File: config.mk
export PLATFORM = sky130hd
export DESIGN_NAME = issue_backend
export DESIGN_NICKNAME = d
export VERILOG_FILES = /design/src/backend_pkg.sv /design/src/pipe_control.sv /design/src/operand_forward.sv /design/src/lane_alu.sv /design/src/stage_regs.sv /design/src/issue_backend.sv
export SDC_FILE = /design/constraint.sdc
export NUM_CORES = 2
export LEC_CHECK = 0
export CAP_MARGIN = 15
export CORE_ASPECT_RATIO = 2
export CORE_UTILIZATION = 45
export CTS_CLUSTER_DIAMETER = 150
export DETAILED_ROUTE_END_ITERATION = 7
export DONT_BUFFER_PORTS = 1
export MAX_ROUTING_LAYER = met4
export PLACE_DENSITY_LB_ADDON = 0.12
export SLEW_MARGIN = 20
export SYNTH_ARGS = -nofsm -noshare
export SYNTH_HDL_FRONTEND = slang
export SYNTH_SLANG_ARGS = --single-unit
File: constraint.sdc
create_clock -name clk -period 10.2 [get_ports clk]
set_input_delay 1.02 -clock clk [delete_from_list [all_inputs] [get_ports clk]]
set_output_delay 1.02 -clock clk [all_outputs]
set_load 0.03 [all_outputs]
File: src/backend_pkg.sv
package backend_pkg;

    localparam int XLEN       = 32;  // Data path width
    localparam int REG_ADDR_W = 5;   // Register file address width
    localparam int CNT_W      = 64;  // Stable counter width

    typedef enum logic [2:0] {
        ALU_ADD = 3'd0,
        ALU_SUB = 3'd1,
        ALU_AND = 3'd2,
        ALU_OR  = 3'd3,
        ALU_XOR = 3'd4,
        ALU_SLL = 3'd5,  // Shift amount from low 5 bits
        ALU_SRL = 3'd6,
        ALU_SLT = 3'd7   // Signed compare, result 0 or 1
    } alu_op_t;

    // Lane B result select, one-hot
    typedef enum logic [3:0] {
        SEL_ALU    = 4'b0001,
        SEL_LOAD   = 4'b0010,
        SEL_CNT_LO = 4'b0100,
        SEL_CNT_HI = 4'b1000
    } wb_sel_t;

    typedef struct packed {
        logic                  valid;
        alu_op_t               op;
        logic [REG_ADDR_W-1:0] src1_addr;
        logic [REG_ADDR_W-1:0] src2_addr;
        logic [XLEN-1:0]       src1_data;  // Register file read, not yet forwarded
        logic [XLEN-1:0]       src2_data;
        logic [XLEN-1:0]       imm;
        logic                  use_imm;    // Immediate replaces src2
        logic                  rf_we;
        logic [REG_ADDR_W-1:0] waddr;
        wb_sel_t               wb_sel;     // Lane B only
        logic                  mem_we;     // Lane B store
    } lane_issue_t;

    typedef struct packed {
        logic            rvalid;
        logic            wvalid;
        logic [XLEN-1:0] addr;
        logic [XLEN-1:0] wdata;
    } mem_req_t;

    // Stage result or register file write port
    typedef struct packed {
        logic                  we;
        logic [REG_ADDR_W-1:0] waddr;
        logic [XLEN-1:0]       wdata;
    } rf_write_t;

endpackage

File: src/pipe_control.sv
`timescale 1ns/1ns

module pipe_control (
    input  logic       clk,
    input  logic       reset,
    input  logic [1:0] ex_valid,   // {lane B, lane A}
    input  logic       ex_mem_op,
    input  logic       mem_ready,
    output logic       stall,
    output logic [1:0] mem_valid,
    output logic [1:0] wb_valid
);

    logic mem_op_pend;  // Memory stage holds a load or store

    // Waiting on the data memory
    assign stall = mem_op_pend & ~mem_ready;

    always_ff @(posedge clk) begin
        if (reset) begin
            mem_valid   <= 2'b00;
            wb_valid    <= 2'b00;
            mem_op_pend <= 1'b0;
        end else if (stall) begin
            wb_valid <= 2'b00;  // Bubble into writeback, memory stage holds
        end else begin
            mem_valid   <= ex_valid;
            mem_op_pend <= ex_mem_op;
            wb_valid    <= mem_valid;
        end
    end

endmodule

File: src/operand_forward.sv
`timescale 1ns/1ns

module operand_forward
    import backend_pkg::*;
(
    input  lane_issue_t     issue_a,
    input  lane_issue_t     issue_b,
    input  rf_write_t       mem_a,
    input  rf_write_t       mem_b,
    input  rf_write_t       wb_a,
    input  rf_write_t       wb_b,
    output logic [XLEN-1:0] opnd_a1,
    output logic [XLEN-1:0] opnd_a2,
    output logic [XLEN-1:0] opnd_b1,
    output logic [XLEN-1:0] opnd_b2
);

    // Youngest matching writer wins
    function automatic logic [XLEN-1:0] pick_operand(
        input logic [REG_ADDR_W-1:0] raddr,
        input logic [XLEN-1:0]       rf_data,
        input rf_write_t             m_b,
        input rf_write_t             m_a,
        input rf_write_t             w_b,
        input rf_write_t             w_a
    );
        logic [XLEN-1:0] value;
        value = rf_data;
        if (raddr != '0) begin  // r0 reads as the file value
            if (m_b.we && m_b.waddr == raddr) begin
                value = m_b.wdata;
            end else if (m_a.we && m_a.waddr == raddr) begin
                value = m_a.wdata;
            end else if (w_b.we && w_b.waddr == raddr) begin
                value = w_b.wdata;
            end else if (w_a.we && w_a.waddr == raddr) begin
                value = w_a.wdata;
            end
        end
        return value;
    endfunction

    assign opnd_a1 = pick_operand(issue_a.src1_addr, issue_a.src1_data, mem_b, mem_a, wb_b, wb_a);
    assign opnd_a2 = pick_operand(issue_a.src2_addr, issue_a.src2_data, mem_b, mem_a, wb_b, wb_a);
    assign opnd_b1 = pick_operand(issue_b.src1_addr, issue_b.src1_data, mem_b, mem_a, wb_b, wb_a);
    assign opnd_b2 = pick_operand(issue_b.src2_addr, issue_b.src2_data, mem_b, mem_a, wb_b, wb_a);

endmodule

File: src/lane_alu.sv
`timescale 1ns/1ns

module lane_alu
    import backend_pkg::*;
(
    input  alu_op_t         op,
    input  logic [XLEN-1:0] opnd1,
    input  logic [XLEN-1:0] opnd2,
    input  logic [XLEN-1:0] imm,
    input  logic            use_imm,
    output logic [XLEN-1:0] result
);

    logic [XLEN-1:0] src2;
    logic [4:0]      shamt;

    assign src2  = use_imm ? imm : opnd2;
    assign shamt = src2[4:0];  // Shift amount

    always_comb begin
        case (op)
            ALU_ADD: result = opnd1 + src2;
            ALU_SUB: result = opnd1 - src2;
            ALU_AND: result = opnd1 & src2;
            ALU_OR:  result = opnd1 | src2;
            ALU_XOR: result = opnd1 ^ src2;
            ALU_SLL: result = opnd1 << shamt;
            ALU_SRL: result = opnd1 >> shamt;
            ALU_SLT: result = {{(XLEN-1){1'b0}}, $signed(opnd1) < $signed(src2)};
            default: result = '0;
        endcase
    end

endmodule

File: src/stage_regs.sv
`timescale 1ns/1ns

module stage_regs
    import backend_pkg::*;
(
    input  logic            clk,
    input  logic            reset,
    input  lane_issue_t     issue_a,
    input  lane_issue_t     issue_b,
    input  logic [XLEN-1:0] alu_a,
    input  logic [XLEN-1:0] alu_b,
    input  logic [XLEN-1:0] store_data,
    input  logic            stall,
    input  logic [1:0]      mem_valid,   // {lane B, lane A}
    input  logic [1:0]      wb_valid,
    input  logic [XLEN-1:0] mem_rdata,
    output mem_req_t        mem_req,
    output rf_write_t       mem_a,       // Forwardable memory stage results
    output rf_write_t       mem_b,
    output rf_write_t       wb_a,
    output rf_write_t       wb_b
);

    logic [CNT_W-1:0] cnt;         // Free-running stable counter
    rf_write_t        mem_a_q;
    rf_write_t        mem_b_q;
    wb_sel_t          mem_sel_b;
    logic [CNT_W-1:0] mem_cnt;     // Counter value of the execute cycle
    logic [XLEN-1:0]  mem_result_b;
    rf_write_t        wb_a_q;
    rf_write_t        wb_b_q;

    always_ff @(posedge clk) begin
        if (reset) begin
            cnt <= '0;
        end else begin
            cnt <= cnt + 1'b1;  // Keeps counting through stalls
        end
    end

    // Data memory request, only when lane B advances
    assign mem_req = '{
        rvalid: issue_b.valid & (issue_b.wb_sel == SEL_LOAD) & ~stall,
        wvalid: issue_b.valid & issue_b.mem_we & ~stall,
        addr:   alu_b,
        wdata:  store_data
    };

    always_ff @(posedge clk) begin
        if (!stall) begin
            mem_a_q   <= '{we: issue_a.rf_we, waddr: issue_a.waddr, wdata: alu_a};
            mem_b_q   <= '{we: issue_b.rf_we, waddr: issue_b.waddr, wdata: alu_b};
            mem_sel_b <= issue_b.wb_sel;
            mem_cnt   <= cnt;
        end
    end

    // Loads and counter reads are not ready for bypass yet
    assign mem_a = '{
        we:    mem_a_q.we & mem_valid[0],
        waddr: mem_a_q.waddr,
        wdata: mem_a_q.wdata
    };
    assign mem_b = '{
        we:    mem_b_q.we & mem_valid[1] & (mem_sel_b == SEL_ALU),
        waddr: mem_b_q.waddr,
        wdata: mem_b_q.wdata
    };

    assign mem_result_b = ({XLEN{mem_sel_b[0]}} & mem_b_q.wdata)
                        | ({XLEN{mem_sel_b[1]}} & mem_rdata)
                        | ({XLEN{mem_sel_b[2]}} & mem_cnt[XLEN-1:0])
                        | ({XLEN{mem_sel_b[3]}} & mem_cnt[CNT_W-1:XLEN]);

    // Bubbles are marked by wb_valid
    always_ff @(posedge clk) begin
        wb_a_q <= mem_a_q;
        wb_b_q <= '{we: mem_b_q.we, waddr: mem_b_q.waddr, wdata: mem_result_b};
    end

    assign wb_a = '{we: wb_a_q.we & wb_valid[0], waddr: wb_a_q.waddr, wdata: wb_a_q.wdata};
    assign wb_b = '{we: wb_b_q.we & wb_valid[1], waddr: wb_b_q.waddr, wdata: wb_b_q.wdata};

endmodule

File: src/issue_backend.sv
`timescale 1ns/1ns

module issue_backend
    import backend_pkg::*;
(
    input  logic            clk,
    input  logic            reset,
    input  lane_issue_t     issue_a,    // Older lane
    input  lane_issue_t     issue_b,    // Younger lane, memory and counter
    input  logic            mem_ready,
    input  logic [XLEN-1:0] mem_rdata,
    output mem_req_t        mem_req,
    output logic            stall,
    output rf_write_t       wb_a,
    output rf_write_t       wb_b
);

    logic            ex_mem_op;
    logic [1:0]      mem_valid;
    logic [1:0]      wb_valid;
    logic [XLEN-1:0] opnd_a1;
    logic [XLEN-1:0] opnd_a2;
    logic [XLEN-1:0] opnd_b1;
    logic [XLEN-1:0] opnd_b2;
    logic [XLEN-1:0] alu_a;
    logic [XLEN-1:0] alu_b;
    rf_write_t       mem_fwd_a;
    rf_write_t       mem_fwd_b;

    // Lane B load or store in execute
    assign ex_mem_op = issue_b.valid & (issue_b.mem_we | (issue_b.wb_sel == SEL_LOAD));

    pipe_control u_pipe_control (
        .clk       (clk),
        .reset     (reset),
        .ex_valid  ({issue_b.valid, issue_a.valid}),
        .ex_mem_op (ex_mem_op),
        .mem_ready (mem_ready),
        .stall     (stall),
        .mem_valid (mem_valid),
        .wb_valid  (wb_valid)
    );

    operand_forward u_operand_forward (
        .issue_a (issue_a),
        .issue_b (issue_b),
        .mem_a   (mem_fwd_a),
        .mem_b   (mem_fwd_b),
        .wb_a    (wb_a),
        .wb_b    (wb_b),
        .opnd_a1 (opnd_a1),
        .opnd_a2 (opnd_a2),
        .opnd_b1 (opnd_b1),
        .opnd_b2 (opnd_b2)
    );

    lane_alu u_alu_a (
        .op      (issue_a.op),
        .opnd1   (opnd_a1),
        .opnd2   (opnd_a2),
        .imm     (issue_a.imm),
        .use_imm (issue_a.use_imm),
        .result  (alu_a)
    );

    lane_alu u_alu_b (
        .op      (issue_b.op),
        .opnd1   (opnd_b1),
        .opnd2   (opnd_b2),
        .imm     (issue_b.imm),
        .use_imm (issue_b.use_imm),
        .result  (alu_b)            // Also the memory address
    );

    stage_regs u_stage_regs (
        .clk        (clk),
        .reset      (reset),
        .issue_a    (issue_a),
        .issue_b    (issue_b),
        .alu_a      (alu_a),
        .alu_b      (alu_b),
        .store_data (opnd_b2),      // Forwarded src2 of the store
        .stall      (stall),
        .mem_valid  (mem_valid),
        .wb_valid   (wb_valid),
        .mem_rdata  (mem_rdata),
        .mem_req    (mem_req),
        .mem_a      (mem_fwd_a),
        .mem_b      (mem_fwd_b),
        .wb_a       (wb_a),
        .wb_b       (wb_b)
    );

endmodule

==> results of run 1 <==
-- logic make-up after synthesis --
| family | after synthesis | synth area share, % |
|---|---|---|
| and+or+nand+nor | 1271 | 17.28 |
| adders and majority gates | 201 | 7.636 |
| AOI/OAI and AO/OA | 1445 | 27.50 |
| muxes | 379 | 11.66 |
| xor gates and xnor gates | 198 | 5.213 |
| buffers and inverters | 671 | 8.982 |
| DFF | 289 | 21.73 |
-- stage by stage --
| stage | hold slack [ns] | setup slack, ns |
|---|---|---|
| CTS | 0.3798 | 0.8363 |
| detailed placement | 0.3548 | 1.204 |
| global placement | 0.3457 | 1.231 |
| floorplan | 0.3410 | 1.849 |
-- Yosys cell counts (all sizes together), types with 16 or more instances --
| library cell | number | area (um2) |
|---|---|---|
| a211oi | 31 | 237.7 |
| a21o | 29 | 217.7 |
| a21oi | 371 | 1868 |
| a221oi | 34 | 297.8 |
| a22oi | 106 | 795.8 |
| a311oi | 65 | 569.3 |
| a31oi | 62 | 394.1 |
| a32oi | 18 | 157.7 |
| and2 | 27 | 168.9 |
| and3 | 34 | 212.7 |
| buf | 173 | 1115 |
| clkbuf | 265 | 998.5 |
| dfxtp | 145 | 2903 |
| edfxtp | 144 | 4324 |
| ha | 195 | 2440 |
| inv | 230 | 863.3 |
| mux2 | 66 | 743.2 |
| mux2i | 313 | 3137 |
| nand2 | 447 | 1680 |
| nand2b | 33 | 206.5 |
| nand3 | 169 | 845.8 |
| nand4 | 25 | 156.4 |
| nor2 | 332 | 1256 |
| nor2b | 23 | 143.9 |
| nor3 | 93 | 475.5 |
| nor4 | 16 | 106.4 |
| o211ai | 65 | 493.0 |
| o21ai | 378 | 1896 |
| o21bai | 21 | 157.7 |
| o221ai | 17 | 148.9 |
| o22a | 35 | 306.5 |
| o22ai | 103 | 644.4 |
| or2 | 20 | 125.1 |
| or3 | 31 | 193.9 |
| xnor2 | 125 | 1095 |
| xor2 | 73 | 639.4 |
-- layer usage --
metal  global-route usage (%)  overflow
met1                    51.89         0
met2                    87.74         3
met3                    28.21         0
met4                    64.47         1
met5                        -         -
==> metrics.cfg, run 1 <==
[synthesis]
ys.flop_type = dfxtp_1
synth_enable_flop_cells = 144
syn_inst = 4454
syn-cell-area_um2 = 33260
ys_seq_area_share_pct = 21.73
yosys_register_bits = 289
synth_area_per_cell_um2 = 7.468
yosysWarnings = 0
yosysUniqueCellTypes = 92
synthArstFlopShare_pct = 0
synth_nets = 4932

[floorplanning]
row_count = 140
die-width_um = 194.2
ios = 422
fp.dieH_um = 386.5
initial_core_util_pct = 45.54

[clocking]
cts_buffers = 29
ctsHoldBuffers = 0
cts_resized = 0
post_cts_buffers = 0
clk_path_buf_depth = 3
cts-root-buf = clkbuf_16
htree_num_levels = 1
clock_sinks = 289

[grt]
grt_pass1_wl_mm = 305.2
grtUsageTotal_pct = 58.87
grt.overflow.total = 4
grt_pass1_vias = 38804
grt_max_degree = 78

[placement]
dp_cells = 5168
dp_hpwl_mm = 166.0
postPlaceCellArea_um2 = 34180
gp_routability_congestion = 1.259
portBuffers = 0

[run_status]
outcome = did not finish
error_line = [ERROR GRT-0116] Global routing finished with congestion. Check the congestion regions in the DRC Viewer.
stop_stage = 5_1_grt

==> run 2: changes to the inputs <==
--- a/config.mk
+++ b/config.mk
@@ -6,13 +6,10 @@
 export NUM_CORES = 2
 export LEC_CHECK = 0
 export CAP_MARGIN = 15
-export CORE_ASPECT_RATIO = 2
-export CORE_UTILIZATION = 45
-export CTS_CLUSTER_DIAMETER = 150
+export CORE_UTILIZATION = 30
 export DETAILED_ROUTE_END_ITERATION = 7
 export DONT_BUFFER_PORTS = 1
-export MAX_ROUTING_LAYER = met4
-export PLACE_DENSITY_LB_ADDON = 0.12
+export PLACE_DENSITY_LB_ADDON = 0.15
 export SLEW_MARGIN = 20
 export SYNTH_ARGS = -nofsm -noshare
 export SYNTH_HDL_FRONTEND = slang
==> metrics.cfg, run 2 <==
[run_status]
outcome = finished clean  ; was did not finish

[power]
cellLeakagePower_uw = 0.01495
power_density_nw_per_um2 = 144.1
ir_drop_mv = 0.1151

[final_layout]
fillers = 11812
drive_gt1_share_pct = 9.366
layout.nets = 4752
largestRegisters = u_stage_regs.cnt: 64 flops, u_stage_regs.mem_cnt: 64 flops
final_cell_mix = 445 x nand2_1, 368 x a21oi_1, 346 x o21ai_0, 327 x nor2_1, 312 x mux2i_1
layout_commonest_cell = nand2_1
area_growth_pct = 8.501

[floorplanning]
core_um2 = 109500
die-width_um = 335.0  ; was 194.2 um
initial_core_util_pct = 30.39  ; was 45.54%
ios = 422  ; unchanged
fp.dieH_um = 335.0  ; was 386.5 um
die-area_um2 = 112200
row_count = 121  ; was 140

[clocking]
ctsHoldBuffers = 0  ; unchanged
htree_num_levels = 2  ; was 1
clk_pin_slew_ns = 0.06
cts-root-buf = clkbuf_16  ; unchanged
cts_buffers = 38  ; was 29
clock_latency_ns = 0.62
cts_tree = yes
clk_path_buf_depth = 3  ; unchanged
clock_sinks = 289  ; unchanged
cts_resized = 0  ; unchanged
post_cts_buffers = 0  ; unchanged

[timing]
max_freq_ghz = 0.1064
hold_violations = 0
finalClockSkew_ns = 0.04461
max_slew_margin_pct = 8.652
worstMarginPinSlew_ns = 1.356
tns_ns = 0
drv_slew = 0
rsz0062_at_grt = no
setup_viol_count_final = 0
final.min_clock_period_ns = 9.400
post-route-period-util_pct = 92.16
fin_ws_ns = 0.7997

[synthesis]
ys_seq_area_share_pct = 21.73  ; unchanged
synth-xor-area-share_pct = 5.213  ; unchanged
ys.flop_type = dfxtp_1  ; unchanged
synth_enable_flop_cells = 144  ; unchanged
synth_compound_area_share_pct = 27.50  ; unchanged
synthArstFlopShare_pct = 0  ; unchanged
synthAdderAreaFrac_pct = 7.636  ; unchanged
yosys_register_bits = 289  ; unchanged
syn-cell-area_um2 = 33260  ; unchanged
yosysUniqueCellTypes = 92  ; unchanged
synth_area_leaders = edfxtp_1 13%, mux2i_1 9.4%, dfxtp_1 8.7%, ha_1 7.3%, a21oi_1 5.6%  ; unchanged
synth_area_per_cell_um2 = 7.468  ; unchanged
ys_top_cells_by_count = 446 x nand2_1, 370 x a21oi_1, 353 x o21ai_0  ; unchanged
syn_inst = 4454  ; unchanged
synthMuxAreaShare_pct = 11.66  ; unchanged
synth.most_common_cell = nand2_1  ; unchanged
synth-simple-area-share_pct = 17.28  ; unchanged
synth_nets = 4932  ; unchanged
synth_top_area_share_pct = 13.00  ; unchanged
yosysWarnings = 0  ; unchanged
yosys.area.top_type = edfxtp_1  ; unchanged
synth_top_family_by_area = compound AO/OA/AOI/OAI gates  ; unchanged

[placement]
dp_slack_ns = 1.320  ; was 1.204 ns
dp_hpwl_mm = 152.4  ; was 166.0 mm
gp_routability_congestion = 1.028  ; was 1.259
portBuffers = 0  ; unchanged

[detailed_routing]
first_iter_violations = 3999
dr_total_vias = 35428
vias_per_cell = 6.093
wl_mm = 194.1
drc = 0
first_pass_iters = 6
wire_per_inst_um = 33.38
ant_nets = 0

[grt]
antenna_found_initial = 40
grt_pass1_wl_mm = 265.5
grt.overflow.total = 0
grtUsageTotal_pct = 33.15
grt_max_degree = 78
grt_pass1_vias = 32659

[critical_path]
crit_path_start_kind = flip-flop
worstPathArrival_ns = 8.38
path_common_cell = or3_1
critPathCaptureType = output port
path_class = flip-flop to output port
crit_buf_inv = 1
required_ns = 9.18
crit_fanout = 33
cp_slowest_cell = or4_2
crit_chain = buf_4 -> and4b_1 -> nand2_2 -> or4_2 -> nand2_1 -> o21ai_0 -> o21ai_1 -> mux2i_1 -> ha_1 -> or3_1 -> or3_1 -> a2111oi_0 -> o31ai_1 -> o211a_1 -> or3_1 -> a211oi_1 -> a2bb2oi_1 -> o221ai_1 -> xnor2_1 -> o221ai_1
slowest_delay_ns = 0.98
crit_family = compound AO/OA/AOI/OAI gates

[run]
drv_cap = 0

[hold_path]
hold_class = flip-flop to flip-flop

-- run 2: cell counts after synthesis --
Identical to the previous run, type by type.
-- run 2: path summary, 6_finish.rpt --
check	slack (ns)	depth (start not counted)	endpoint	start
worst max-delay path	0.80	20	mem_req[63]	u_stage_regs.mem_sel_b[1]
worst min-delay path	0.37	0	u_stage_regs.wb_b_q[37]	u_stage_regs.mem_b_q[37]
worst max register to register	2.09	20	u_stage_regs.mem_b[31]	u_stage_regs.mem_sel_b[1]
worst min register to register	0.37	0	u_stage_regs.wb_b_q[37]	u_stage_regs.mem_b_q[37]
-- run 2: cell families (layout without fill, tap and decap cells) --
logic type | after synthesis | count (layout)
DFF | 289 | 289
other | 0 | 36
adders and majority gates | 201 | 201
xor gates and xnor gates | 198 | 198
buffers and inverters | 671 | 520
AOI/OAI and AO/OA | 1445 | 1445
and+or+nand+nor | 1271 | 1271
muxes | 379 | 379
-- run 2: power breakdown --
| group | switching [uW] | leakage, uW | internal (uW) |
|---|---|---|---|
| logic | 1390 | 0.0115 | 669 |
| registers | 414 | 0.00283 | 1360 |
| clock network | 596 | 0.000601 | 772 |
| total | 2400 | 0.0149 | 2800 |
-- run 2: area by class of cell --
class / count / area [um2] / area share [%]
multi-input cells: 3494 / 23160 / 64.18
flip-flops and latches: 289 / 7227 / 20.02
well taps: 1476 / 1847 / 5.117
repair buffers: 218 / 1655 / 4.587
clock buffers: 55 / 1076 / 2.981
inverters: 233 / 874.6 / 2.423
clock inverters: 14 / 158.9 / 0.4403
diodes: 36 / 90.09 / 0.2496
-- run 2: metal layers --
layer | global-route usage, % | wire, um
met1 | 39.53 | 74490
met2 | 52.65 | 87240
met3 | 10.24 | 20440
met4 | 18.60 | 11760
met5 | 0 | 176
-- run 2: stage by stage --
stage          power [uW]  hold slack, ns  util [%]  cell area (um2)  std cells
6_report             5199          0.3695     32.97            36090       5815
4_1_cts              5132          0.3618     32.89            36000       5778
5_1_grt              5341          0.3807     32.93            36050       5798
2_1_floorplan        2920          0.3410         -            33260       4454
3_3_place_gp         3774          0.3504     31.75            34750       5707
3_5_place_dp         3758          0.3494     31.76            34760       5709
Note: power is estimated with default switching activity, not from simulation.
